`config.mk`:
```
export PLATFORM = sky130hd
export DESIGN_NAME = resp_collector
export DESIGN_NICKNAME = d
export VERILOG_FILES = /design/src/logic/axi_pkg.sv /design/src/logic/mem_pkg.sv /design/src/logic/resp_collector.sv
export VERILOG_INCLUDE_DIRS = /design/src /design/src/logic
export SDC_FILE = /design/constraint.sdc
export NUM_CORES = 1
export LEC_CHECK = 0
export ABC_AREA = 0
export BUFFER_PORTS_ARGS = -buffer_cell sky130_fd_sc_hd__buf_2
export CAP_MARGIN = 20
export CORE_ASPECT_RATIO = 0.5
export CORE_MARGIN = 2
export CORE_UTILIZATION = 53
export DETAILED_ROUTE_END_ITERATION = 10
export HOLD_SLACK_MARGIN = 0.15
export PLACE_DENSITY = 0.81
export SETUP_SLACK_MARGIN = 0.05
export SYNTH_ARGS = -nofsm -noshare
export SYNTH_HDL_FRONTEND = slang
export SYNTH_SLANG_ARGS = --single-unit
```
`constraint.sdc`:
```
create_clock -name clock -period 3.3 [get_ports clock]
set_clock_uncertainty 0.15 [all_clocks]
set_input_delay 0.66 -clock clock [delete_from_list [all_inputs] [get_ports clock]]
set_output_delay 0.66 -clock clock [all_outputs]
set_load 0.03 [all_outputs]
```
`src/logic/mem_consts.svh`:
```
`ifndef MEM_CONSTS_SVH
`define MEM_CONSTS_SVH

// bus widths
`define AXI_DATA_W 64
`define AXI_ADDR_W 32
`define AXI_ID_W 4
`define AXI_LEN_W 8
`define AXI_STRB_W (`AXI_DATA_W / 8)

// bank array shape, beats interleave on word-address bits 4:3
`define NUM_BANKS 4
`define BANK_SEL_W 2
`define BANK_DEPTH 64
`define BANK_ROW_W 6

// start of the 2 KiB memory window
`define MEM_BASE 32'h8000_0000

// response queue depth, also the initial credit count
`define RESP_CREDITS 4

`endif

```
`src/logic/axi_pkg.sv`:
```
package axi_pkg;

  // burst type encoding as on the bus
  // WRAP is walked like INCR
  typedef enum logic [1:0] {
    FIXED = 2'b00,
    INCR  = 2'b01,
    WRAP  = 2'b10
  } axi_burst_e;

  // only the two codes this target can return
  typedef enum logic [1:0] {
    OKAY   = 2'b00,
    SLVERR = 2'b10
  } axi_resp_e;

  // front-end sequencer states
  typedef enum logic [1:0] {
    SEQ_IDLE,
    SEQ_READ,
    SEQ_WRITE
  } seq_state_e;

endpackage

```
`src/logic/mem_pkg.sv`:
```
package mem_pkg;

  // operation carried with a bank request
  typedef enum logic {
    BANK_READ,
    BANK_WRITE
  } bank_op_e;

  // kind of queued response
  // R per read beat, B once per write burst
  typedef enum logic {
    RESP_R,
    RESP_B
  } resp_kind_e;

endpackage

```
`src/logic/resp_collector.sv`:
```
`timescale 1ns/1ps
`include "mem_consts.svh"

module resp_collector
  import axi_pkg::*;
  import mem_pkg::*;
(
  input  logic                    clock,
  input  logic                    reset_n,
  input  logic                    tag_valid_i,
  input  resp_kind_e              tag_kind_i,
  input  logic [`AXI_ID_W-1:0]    tag_id_i,
  input  logic                    tag_last_i,
  input  logic                    tag_err_i,
  input  logic [`BANK_SEL_W-1:0]  tag_bank_i,
  input  logic [`AXI_DATA_W-1:0]  bank_rdata_i [`NUM_BANKS],
  output logic                    r_valid_o,
  input  logic                    r_ready_i,
  output logic [`AXI_DATA_W-1:0]  r_data_o,
  output axi_resp_e               r_resp_o,
  output logic [`AXI_ID_W-1:0]    r_id_o,
  output logic                    r_last_o,
  output logic                    b_valid_o,
  input  logic                    b_ready_i,
  output axi_resp_e               b_resp_o,
  output logic [`AXI_ID_W-1:0]    b_id_o,
  output logic                    credit_return_o
);

  localparam int PTR_W = $clog2(`RESP_CREDITS);
  localparam int CNT_W = $clog2(`RESP_CREDITS + 1);

  // tag delayed one cycle to meet bank read data
  logic                    d_valid;
  resp_kind_e              d_kind;
  logic [`AXI_ID_W-1:0]    d_id;
  logic                    d_last;
  logic                    d_err;
  logic [`BANK_SEL_W-1:0]  d_bank;
  logic [`AXI_DATA_W-1:0]  push_data;

  // in-order response queue
  resp_kind_e              q_kind [`RESP_CREDITS];
  logic [`AXI_ID_W-1:0]    q_id   [`RESP_CREDITS];
  logic                    q_last [`RESP_CREDITS];
  logic                    q_err  [`RESP_CREDITS];
  logic [`AXI_DATA_W-1:0]  q_data [`RESP_CREDITS];
  logic [PTR_W-1:0]        wr_ptr;
  logic [PTR_W-1:0]        rd_ptr;
  logic [CNT_W-1:0]        q_count;
  logic                    q_empty;
  logic                    push;
  logic                    pop;

  always_ff @(posedge clock) begin
    if (!reset_n) begin
      d_valid <= 1'b0;
    end else begin
      d_valid <= tag_valid_i;
    end
  end

  always_ff @(posedge clock) begin
    d_kind <= tag_kind_i;
    d_id <= tag_id_i;
    d_last <= tag_last_i;
    d_err <= tag_err_i;
    d_bank <= tag_bank_i;
  end

  // errored beats return zero, no bank was read
  assign push_data = d_err ? '0 : bank_rdata_i[d_bank];
  assign push = d_valid;

  always_ff @(posedge clock) begin
    if (push) begin
      q_kind[wr_ptr] <= d_kind;
      q_id[wr_ptr] <= d_id;
      q_last[wr_ptr] <= d_last;
      q_err[wr_ptr] <= d_err;
      q_data[wr_ptr] <= push_data;
    end
  end

  // head drives whichever channel its kind names
  assign q_empty = (q_count == '0);
  assign r_valid_o = !q_empty && (q_kind[rd_ptr] == RESP_R);
  assign b_valid_o = !q_empty && (q_kind[rd_ptr] == RESP_B);
  assign r_data_o = q_data[rd_ptr];
  assign r_resp_o = q_err[rd_ptr] ? SLVERR : OKAY;
  assign r_id_o = q_id[rd_ptr];
  assign r_last_o = q_last[rd_ptr];
  assign b_resp_o = q_err[rd_ptr] ? SLVERR : OKAY;
  assign b_id_o = q_id[rd_ptr];

  assign pop = (r_valid_o && r_ready_i) || (b_valid_o && b_ready_i);
  // one credit back per handshake
  assign credit_return_o = pop;

  always_ff @(posedge clock) begin
    if (!reset_n) begin
      wr_ptr <= '0;
      rd_ptr <= '0;
      q_count <= '0;
    end else begin
      if (push) begin
        wr_ptr <= wr_ptr + 1'b1;
      end
      if (pop) begin
        rd_ptr <= rd_ptr + 1'b1;
      end
      q_count <= q_count + CNT_W'(push) - CNT_W'(pop);
    end
  end

  // credit loop with the sequencer keeps a slot for every tag
  a_no_overflow: assert property (@(posedge clock) disable iff (!reset_n)
    push |-> (q_count < CNT_W'(`RESP_CREDITS)));

endmodule

```
==> impl_metrics.csv <==
group,metric,value,unit
sta,maxSlewViolCount,0,
pwr,p_leak,5.79,nW
logic_synthesis,synthCells,586,
clock_network,cts_root_buffer,"clkbuf_16",
grt,grt_antenna_before_repair,0,
sta,setup_viol,0,
grt,grt_pass1_vias,7689,
placed_design,port_buffers,347,
sta,tns,0,ps
floorplanning,core_area,23900,µm²
clock_network,cts_hold_buffers,9,
detailed_routing,post_drt_wl_per_cell,22.1,µm
finish,drive_above_1_share,57.1,%
detailed_routing,vias_per_cell,5.69,
finish,diodes,0,
worst_setup_path,crit_family,"buffers and inverters",
sta,slew_headroom,36.3,%
sta,hold_viol,0,
worst_setup_path,crit_buf_inv,2,
pwr,seq_power_share,42.3,%
finish,area_growth_syn_to_layout,24.5,%
finish,n_fill_cell,1573,
worst_setup_path,cp_slowest_cell,"mux4_2",
hold_path,hold_path.class,"input pin to flip-flop",
clock_network,cts_tree,"yes",
pwr,finalPower,10.5,mW
floorplanning,io_pins,350,
clock_network,clk_pin_slew_worst_paths,60,ps
run,drv_cap,0,
logic_synthesis,ys_ff_latch,303,
finish,final_util,67.0,%
worst_setup_path,start_kind,"flip-flop",
worst_setup_path,critPathRequiredTime,2490,ps
worst_setup_path,path_cells,"buf_12 -> mux4_2 -> buf_2",
sta,tightest_slew,955,ps
floorplanning,placementRows,40,
floorplanning,fp.dieH,114,µm
grt,grt_usage,21.9,%
clock_network,clkLatencyLatePin,530,ps
finish,nNetsFinal,1212,
clock_network,cts_buffers,26,
detailed_routing,dr_total_vias,7231,
worst_setup_path,end_kind,"primary output",
run_status,status,"complete, no violations",
logic_synthesis,synthDistinctLibCells,25,
pwr,p_comb_share,25.4,%
detailed_routing,drc,0,
clock_network,htree_levels,1,
logic_synthesis,synth_top_area_share,66.2,%
worst_setup_path,critPathKind,"flip-flop to primary output",
clock_network,post-cts-setup-buffers,0,
logic_synthesis,syn-cell-area,12900,µm²
clock_network,clockBufferDepth,3,
logic_synthesis,yosysWarningCount,0,
detailed_routing,drtPass1Iterations,5,
grt,grt_start_max_net_pins,71,
sta,fmax,327,MHz
placed_design,placed_area,15000,µm²
detailed_routing,initialDrtViolationCount,533,
sta,fin_crit_sh,92.6,%
floorplanning,die-area,25600,µm²
placed_design,dp_hpwl,17.5,mm
pwr,p_int,7.49,mW
sta,rsz0062_at_grt,"no",
worst_setup_path,arrival,2250,ps
pwr,switching_share,28.6,%
pwr,power_density,654,nW/µm²
clock_network,cts.repair.resized,0,
pwr,switching_power,3.00,mW
pwr,pwr-share-clk,32.3,%
detailed_routing,routed_wl,28.1,mm
logic_synthesis,synthesis.area_per_instance,22.0,µm²
grt,gr-total-overflow,0,
logic_synthesis,ys_seq_area_share,69.2,%
sta,period_minus_slack,3060,ps
finish,final_area,16000,µm²
logic_synthesis,synth_area_leader_cell,"edfxtp_1",
floorplanning,initial_core_util,53.8,%
worst_setup_path,critPathMaxStageDelay,640,ps
clock_network,cts_num_sinks,303,
logic_synthesis,synthTopCellsByArea,"edfxtp_1 (66%), mux4_2 (24%), nor2b_1 (3.3%)",
placed_design,gp_congestion,0.744,
grt,grt_pass1_wl,42.4,mm
worst_setup_path,path_max_fanout,70,
floorplanning,fp.dieW,224,µm
detailed_routing,drtAntennaViolNets,0,
pwr,vdd_drop_max,0.000390,V
[synth_stat cells (all sizes together)]
library cell / count
o21ai: 1
o31ai: 2
xnor2: 2
and2: 9
buf: 24
mux2i: 2
nand2: 1
ha: 6
nor3: 1
fa: 1
edfxtp: 284
nor3b: 2
clkbuf: 20
conb: 1
mux4: 135
nor2b: 67
inv: 5
dfxtp: 19
xor2: 1
nor2: 2
nand4b: 1
[cells by family (layout without fill, tap and decap cells)]
logic type | count (synthesis) | in the layout | synth area share, %
DFF | 303 | 303 | 69.2
muxes | 137 | 137 | 23.9
and+or+nand+nor | 83 | 83 | 4.00
buffers and inverters | 49 | 417 | 1.84
adders and majority gates | 7 | 7 | 0.738
AOI/OAI and AO/OA | 3 | 3 | 0.155
xor gates and xnor gates | 3 | 3 | 0.204
other | 1 | 2 | 0.0291
[metrics by stage]
stage / setup slack (ps) / cells / hold WS (ps)
6_report: 243 / 1270 / 197
2_1_floorplan: 416 / 587 / 287
3_5_place_dp: 502 / 1213 / 314
5_1_grt: 122 / 1270 / 171
3_3_place_gp: 589 / 1213 / 298
4_1_cts: 182 / 1270 / 172
[power by group through the flow]
stage | sequential [mW] | clock (mW) | combinational (mW)
4_1_cts | 4.44 | 3.44 | 2.71
5_1_grt | 4.45 | 3.60 | 2.82
3_3_place_gp | 4.51 | 0 | 2.65
2_1_floorplan | 4.47 | 0 | 1.99
3_5_place_dp | 4.52 | 0 | 2.69
6_report | 4.44 | 3.38 | 2.67
[cell type report]
type / count / area (µm²) / share of cell area (%)
tap: 315 / 394 / 2.46
inverter: 5 / 18.8 / 0.117
clock buffer: 30 / 707 / 4.41
sequential: 303 / 8920 / 55.7
timing repair buffer: 364 / 1990 / 12.4
clock inverter: 18 / 254 / 1.58
multi-input combinational: 235 / 3750 / 23.4
[per-layer routing]
metal	global-route usage [%]	up-vias	share of wire [%]
met1	28.0	3798	40
met5	0	-	0
met4	7.28	0	3.1
met3	3.39	60	4.3
met2	39.1	224	52
li1	-	3149	-
[flip-flops by register name (all words and copies together) (netlist names), named ones only]
name,flops
d_valid,1
q_count,3
d_err,1
q_id,16
q_last,4
q_data,256
q_err,4
d_bank,2
rd_ptr,2
q_kind,4
d_id,4
d_last,1
d_kind,1
wr_ptr,2
[worst paths after layout]
kind,slack [ps],from,end,cells after the start
worst max-delay path,240,flip-flop,b_resp_o[1],3
worst min register to register,330,rd_ptr[1],flip-flop,2
worst max register to register,510,flip-flop,q_count[2],10
worst min-delay path,200,tag_valid_i,d_valid,2
[cells in the final DEF (no fill, tap or decap), drive strengths merged, types with 5 or more instances in the layout]
cell type	synthesis	layout
buf	24	355
edfxtp	284	284
mux4	135	135
nor2b	67	67
clkbuf	20	30
dfxtp	19	19
dlygate4sd3	0	9
and2	9	9
clkinv	0	7
ha	6	6
bufinv	0	6
inv	5	5
clkinvlp	0	5
Note: power is estimated with default switching activity, not from simulation.
