$ cat src/logic/mem_consts.svh
`ifndef MEM_CONSTS_SVH
`define MEM_CONSTS_SVH

// bus widths
`define AXI_DATA_W 64
`define AXI_ADDR_W 32
`define AXI_ID_W 4
`define AXI_LEN_W 8
`define AXI_STRB_W (`AXI_DATA_W / 8)

// bank array shape, beats interleave on word-address bits 4:3
`define NUM_BANKS 4
`define BANK_SEL_W 2
`define BANK_DEPTH 64
`define BANK_ROW_W 6

// start of the 2 KiB memory window
`define MEM_BASE 32'h8000_0000

// response queue depth, also the initial credit count
`define RESP_CREDITS 4

`endif

$ cat src/logic/axi_pkg.sv
package axi_pkg;

  // burst type encoding as on the bus
  // WRAP is walked like INCR
  typedef enum logic [1:0] {
    FIXED = 2'b00,
    INCR  = 2'b01,
    WRAP  = 2'b10
  } axi_burst_e;

  // only the two codes this target can return
  typedef enum logic [1:0] {
    OKAY   = 2'b00,
    SLVERR = 2'b10
  } axi_resp_e;

  // front-end sequencer states
  typedef enum logic [1:0] {
    SEQ_IDLE,
    SEQ_READ,
    SEQ_WRITE
  } seq_state_e;

endpackage

$ cat src/logic/mem_pkg.sv
package mem_pkg;

  // operation carried with a bank request
  typedef enum logic {
    BANK_READ,
    BANK_WRITE
  } bank_op_e;

  // kind of queued response
  // R per read beat, B once per write burst
  typedef enum logic {
    RESP_R,
    RESP_B
  } resp_kind_e;

endpackage

$ cat src/logic/axi_beat_sequencer.sv
`timescale 1ns/1ps
`include "mem_consts.svh"

module axi_beat_sequencer
  import axi_pkg::*;
  import mem_pkg::*;
(
  input  logic                    clock,
  input  logic                    reset_n,
  input  logic                    ar_valid_i,
  output logic                    ar_ready_o,
  input  logic [`AXI_ADDR_W-1:0]  ar_addr_i,
  input  logic [`AXI_ID_W-1:0]    ar_id_i,
  input  logic [`AXI_LEN_W-1:0]   ar_len_i,
  input  axi_burst_e              ar_burst_i,
  input  logic                    aw_valid_i,
  output logic                    aw_ready_o,
  input  logic [`AXI_ADDR_W-1:0]  aw_addr_i,
  input  logic [`AXI_ID_W-1:0]    aw_id_i,
  input  logic [`AXI_LEN_W-1:0]   aw_len_i,
  input  axi_burst_e              aw_burst_i,
  input  logic                    w_valid_i,
  output logic                    w_ready_o,
  input  logic [`AXI_DATA_W-1:0]  w_data_i,
  input  logic [`AXI_STRB_W-1:0]  w_strb_i,
  input  logic                    w_last_i,
  input  logic                    credit_return_i,
  output logic [`NUM_BANKS-1:0]   bank_req_o,
  output bank_op_e                bank_op_o,
  output logic [`BANK_ROW_W-1:0]  bank_row_o,
  output logic [`AXI_DATA_W-1:0]  bank_wdata_o,
  output logic [`AXI_STRB_W-1:0]  bank_wstrb_o,
  output logic                    tag_valid_o,
  output resp_kind_e              tag_kind_o,
  output logic [`AXI_ID_W-1:0]    tag_id_o,
  output logic                    tag_last_o,
  output logic                    tag_err_o,
  output logic [`BANK_SEL_W-1:0]  tag_bank_o
);

  localparam int CREDIT_W = $clog2(`RESP_CREDITS + 1);
  localparam int BEAT_SHIFT = $clog2(`AXI_STRB_W);
  localparam logic [`AXI_ADDR_W-1:0] WIN_BYTES =
    `AXI_ADDR_W'(`NUM_BANKS * `BANK_DEPTH * `AXI_STRB_W);
  localparam logic [`AXI_ADDR_W-1:0] BEAT_BYTES = `AXI_ADDR_W'(`AXI_STRB_W);

  seq_state_e              state;
  logic [CREDIT_W-1:0]     credits;
  logic [`AXI_ADDR_W-1:0]  cur_addr;
  logic [`AXI_ID_W-1:0]    hdr_id;
  logic [`AXI_LEN_W-1:0]   hdr_len;
  axi_burst_e              hdr_burst;
  logic [`AXI_LEN_W-1:0]   beat_cnt;
  logic                    wr_err;
  logic [`AXI_ADDR_W-1:0]  win_off;
  logic                    in_win;
  logic [`BANK_SEL_W-1:0]  bank_sel;
  logic                    last_beat;
  logic                    ar_hs;
  logic                    aw_hs;
  logic                    rd_fire;
  logic                    w_fire;
  logic                    beat_fire;

  // only idle takes a new header, read wins a tie
  assign ar_ready_o = (state == SEQ_IDLE);
  assign aw_ready_o = (state == SEQ_IDLE) && !ar_valid_i;
  assign ar_hs = ar_valid_i && ar_ready_o;
  assign aw_hs = aw_valid_i && aw_ready_o;

  // address decode, below-base wraps to a huge offset and fails the check
  assign win_off = cur_addr - `MEM_BASE;
  assign in_win = (win_off < WIN_BYTES);
  assign bank_sel = win_off[BEAT_SHIFT +: `BANK_SEL_W];
  assign bank_row_o = win_off[BEAT_SHIFT + `BANK_SEL_W +: `BANK_ROW_W];
  assign last_beat = (beat_cnt == hdr_len);

  // read beats need a credit each
  assign rd_fire = (state == SEQ_READ) && (credits != '0);
  // final write beat needs a credit for its B entry
  assign w_ready_o = (state == SEQ_WRITE) && (!last_beat || (credits != '0));
  assign w_fire = w_valid_i && w_ready_o;
  assign beat_fire = rd_fire || w_fire;

  // one-hot request, nothing for beats outside the window
  always_comb begin
    bank_req_o = '0;
    if (beat_fire && in_win) begin
      bank_req_o[bank_sel] = 1'b1;
    end
  end

  assign bank_op_o = (state == SEQ_WRITE) ? BANK_WRITE : BANK_READ;
  assign bank_wdata_o = w_data_i;
  assign bank_wstrb_o = w_strb_i;

  // tag goes out with every read beat and the last write beat
  assign tag_valid_o = rd_fire || (w_fire && last_beat);
  assign tag_kind_o = (state == SEQ_WRITE) ? RESP_B : RESP_R;
  assign tag_id_o = hdr_id;
  assign tag_last_o = last_beat;
  assign tag_err_o = (state == SEQ_WRITE) ? (wr_err || !in_win) : !in_win;
  assign tag_bank_o = bank_sel;

  always_ff @(posedge clock) begin
    if (!reset_n) begin
      state <= SEQ_IDLE;
      credits <= CREDIT_W'(`RESP_CREDITS);
      beat_cnt <= '0;
      wr_err <= 1'b0;
    end else begin
      // spend on tag, refund on collector pop
      credits <= credits - CREDIT_W'(tag_valid_o) + CREDIT_W'(credit_return_i);
      case (state)
        SEQ_IDLE: begin
          beat_cnt <= '0;
          wr_err <= 1'b0;
          if (ar_hs) begin
            state <= SEQ_READ;
          end else if (aw_hs) begin
            state <= SEQ_WRITE;
          end
        end
        SEQ_READ: begin
          if (rd_fire) begin
            beat_cnt <= beat_cnt + 1'b1;
            if (last_beat) begin
              state <= SEQ_IDLE;
            end
          end
        end
        SEQ_WRITE: begin
          if (w_fire) begin
            beat_cnt <= beat_cnt + 1'b1;
            // sticky across the burst
            wr_err <= wr_err || !in_win;
            if (last_beat) begin
              state <= SEQ_IDLE;
            end
          end
        end
        default: state <= SEQ_IDLE;
      endcase
    end
  end

  // burst header and running address
  always_ff @(posedge clock) begin
    if (ar_hs) begin
      cur_addr <= ar_addr_i;
      hdr_id <= ar_id_i;
      hdr_len <= ar_len_i;
      hdr_burst <= ar_burst_i;
    end else if (aw_hs) begin
      cur_addr <= aw_addr_i;
      hdr_id <= aw_id_i;
      hdr_len <= aw_len_i;
      hdr_burst <= aw_burst_i;
    end else if (beat_fire && (hdr_burst != FIXED)) begin
      cur_addr <= cur_addr + BEAT_BYTES;
    end
  end

  // master's last flag must agree with the header length
  a_w_last_match: assert property (@(posedge clock) disable iff (!reset_n)
    w_fire |-> (w_last_i == last_beat));

  // returns never outrun spends
  a_credit_bound: assert property (@(posedge clock) disable iff (!reset_n)
    credits <= CREDIT_W'(`RESP_CREDITS));

endmodule

$ cat config.mk
export PLATFORM = sky130hd
export DESIGN_NAME = axi_beat_sequencer
export DESIGN_NICKNAME = d
export VERILOG_FILES = /design/src/logic/axi_pkg.sv /design/src/logic/mem_pkg.sv /design/src/logic/axi_beat_sequencer.sv
export VERILOG_INCLUDE_DIRS = /design/src /design/src/logic
export SDC_FILE = /design/constraint.sdc
export NUM_CORES = 1
export LEC_CHECK = 0
export ABC_AREA = 1
export BUFFER_PORTS_ARGS = -buffer_cell sky130_fd_sc_hd__buf_4
export CAP_MARGIN = 20
export CORE_MARGIN = 2
export CORE_UTILIZATION = 28
export DETAILED_ROUTE_END_ITERATION = 8
export PLACE_DENSITY = 0.63
export SLEW_MARGIN = 20
export SYNTH_ARGS = -nofsm -noshare
export SYNTH_HDL_FRONTEND = slang
export SYNTH_SLANG_ARGS = --single-unit
$ cat constraint.sdc
create_clock -name clock -period 2.36 [get_ports clock]
set_input_delay 0 -clock clock [delete_from_list [all_inputs] [get_ports clock]]
set_output_delay 0 -clock clock [all_outputs]
set_load 0.03 [all_outputs]
==> impl_metrics.env <==
export IMPL_cts_tree="yes"
export IMPL_setup_viol=0
export IMPL_grt_max_degree=47
export IMPL_rows=47
export IMPL_synth_ff_latch_count=57
export IMPL_root_buffer="clkbuf_16"
export IMPL_route_detailed_wl_per_inst_um=13.2
export IMPL_ios=267
export IMPL_hp_class="input pin to output port"
export IMPL_cp_start_kind="register"
export IMPL_gp_congestion=0.870
export IMPL_rsz0062_at_grt="true"
export IMPL_core_um2=16500
export IMPL_ant_nets=0
export IMPL_endpoint_kind="register"
export IMPL_synthesis_nets=840
export IMPL_grt_overflow_total=0
export IMPL_drive_gt1_frac=0.244
export IMPL_hold_violations=0
export IMPL_clock_skew_ns=0.0121
export IMPL_numCtsBuffers=9
export IMPL_final_common_cell="nand2_1"
export IMPL_netlist_area_um2=4670
export IMPL_die_y_um=133
export IMPL_cap_violations=0
export IMPL_crit_required_ns=2.63
export IMPL_clkLatencyLatePin_ns=0.33
export IMPL_final_period_utilization=0.958
export IMPL_yosysSeqAreaShare=0.336
export IMPL_synth_cell_type_count=39
export IMPL_synth_edf_count=43
export IMPL_path_clk_slew_ns=0.05
export IMPL_wl_um=12900
export IMPL_io_buffer_count=115
export IMPL_p_per_area_nw_per_um2=1190
export IMPL_syn_inst=658
export IMPL_drt_iter0_drc=259
export IMPL_avgSynthCellArea_um2=7.10
export IMPL_h_tree_depth=3
export IMPL_antenna_found_initial=0
export IMPL_die_w_um=133
export IMPL_grt_pass1_wl_um=20700
export IMPL_grt_pass1_vias=4338
export IMPL_via_count=4397
export IMPL_ys_warn_count=0
export IMPL_leakage_nw=2.78
export IMPL_die_area_um2=17700
export IMPL_nets=934
export IMPL_avgViaCountPerCell=4.50
export IMPL_diodes=0
export IMPL_cts_sinks=57
export IMPL_globalRouteTotalUtil=0.146
export IMPL_drc=0
export IMPL_cp_max_fo=2
export IMPL_crit_type="register to register"
export IMPL_drtPass1Iterations=5
export IMPL_syn2layout_area_growth_pct=31.1
export IMPL_post_place_ws_ns=-0.0232
export IMPL_fmax_ghz=0.442
export IMPL_post_route_min_period_ns=2.26
export IMPL_synthFlopType="edfxtp_1"
export IMPL_worst_pin_slew_ns=0.596
export IMPL_timing_hold_ws_ns=0.0000116
export IMPL_fin_ws_ns=0.0989
export IMPL_initial_core_util=0.284
export IMPL_layout_common_cells="184 x nand2_1, 128 x buf_4, 69 x nor2_1"
export IMPL_maxSlewHeadroom=0.602
export IMPL_arrival_ns=2.53
export IMPL_dp_hpwl_um=9620
export IMPL_peakVddDrop_mv=0.524
export IMPL_outcome="complete, no violations"
export IMPL_clockBufferDepth=2
export IMPL_drv_slew=0
export IMPL_async_flop_share=0
==> power by group <==
| group | switching (mW) | internal (mW) |
|---|---|---|
| Sequential | 0.395 | 1.78 |
| Combinational | 2.38 | 1.41 |
| Clock | 0.465 | 0.859 |
| Total | 3.24 | 4.04 |
==> through the flow <==
step           total power [mW]  setup TNS [ns]  cells  area, um2   util
2_1_floorplan              4.99         -0.0330    658       4700      -
5_1_grt                    7.92         -0.0267    977       6120  0.372
6_report                   7.28               0    977       6120  0.372
4_1_cts                    7.31               0    975       6100  0.370
3_3_place_gp               5.69               0    905       5230  0.317
3_5_place_dp               5.75         -0.0232    905       5230  0.317
==> area by class of cell <==
| cell class | instances | area, um2 |
|---|---|---|
| well taps | 220 | 275 |
| flip-flops and latches | 57 | 1570 |
| inverters | 68 | 255 |
| clock inverters | 3 | 17.5 |
| multi-input cells | 434 | 2210 |
| clock buffers | 13 | 292 |
| fillers | 1769 | 10300 |
| repair buffers | 182 | 1500 |
==> sequential cells by signal, summed over array words and instances, names as in the netlist <==
| name | flops |
|---|---|
| tag_id_o | 4 |
| hdr_len | 8 |
| beat_cnt | 8 |
| cur_addr | 29 |
| state | 2 |
| wr_err | 1 |
| hdr_burst | 2 |
| credits | 3 |
==> Yosys cell counts (2+ instances only) <==
master      n  area share
a21oi_1    14       0.015
o21ai_0    30       0.032
buf_6       2      0.0048
nor2_2      4      0.0054
buf_2       7      0.0075
nand2_1   186        0.15
ha_1       10       0.027
clkbuf_1    9      0.0072
buf_4      81        0.13
xnor2_1     4      0.0075
dfxtp_1    14       0.060
a31oi_1     9       0.012
nand3b_1    2      0.0032
inv_1      65       0.052
nand2_2     3      0.0040
nand4_1     9       0.012
o22ai_1     4      0.0054
nor2_1     71       0.057
nand3_1    35       0.038
nand3_4     2      0.0075
nor2_4      3      0.0072
o21ai_1    11       0.012
nor3_1     10       0.011
edfxtp_1   43        0.28
nor4_1      3      0.0040
nand3_2     9       0.019
inv_2       2      0.0016
xor2_1      5      0.0094
==> final timing paths <==
check | from | endpoint | slack, ns | cells after the start
max | hdr_len[4]$_DFFE_PP_ | credits[2]$_SDFF_PN1_ | 0.1 | 13
min | w_data_i[36] | bank_wdata_o[36] | 0.00001 | 0
max reg2reg | hdr_len[4]$_DFFE_PP_ | credits[2]$_SDFF_PN1_ | 0.1 | 13
min reg2reg | wr_err$_SDFFE_PN0P_ | wr_err$_SDFFE_PN0P_ | 0.45 | 2
==> critical path, stage by stage (launching register included) <==
cell	delay, ns
edfxtp_1	0.41
xnor2_2	0.15
nand2_1	0.10
nor2_4	0.06
nand3_2	0.08
nand3_2	0.09
o21ai_4	0.19
ha_4	0.22
inv_1	0.06
ha_2	0.17
inv_2	0.04
fa_2	0.33
or2_4	0.25
nand3_1	0.06
==> logic make-up after synthesis <==
group                    synth area share
AND/OR/NAND/NOR                     0.326
AO/OA/AOI/OAI                      0.0814
flip-flops                          0.336
XOR/XNOR                           0.0204
buffers and inverters               0.204
adder cells (fa/ha/maj)            0.0311
==> routing by layer <==
layer,track usage,up-vias,share of wire
met5,0,-,0
met4,0.0621,0,0.027
met3,0.0335,28,0.050
met2,0.239,123,0.47
met1,0.184,2012,0.46
li1,-,2234,-
==> repair_timing <==
action                                 CTS  global route
hold buffers                            52             1
endpoints found under the hold margin   44             1
buffers inserted                         2             1
gates resized for setup                  7             4
pin swaps                                7             5
setup endpoints to repair                1             8
Note: power is estimated with default switching activity, not from simulation.
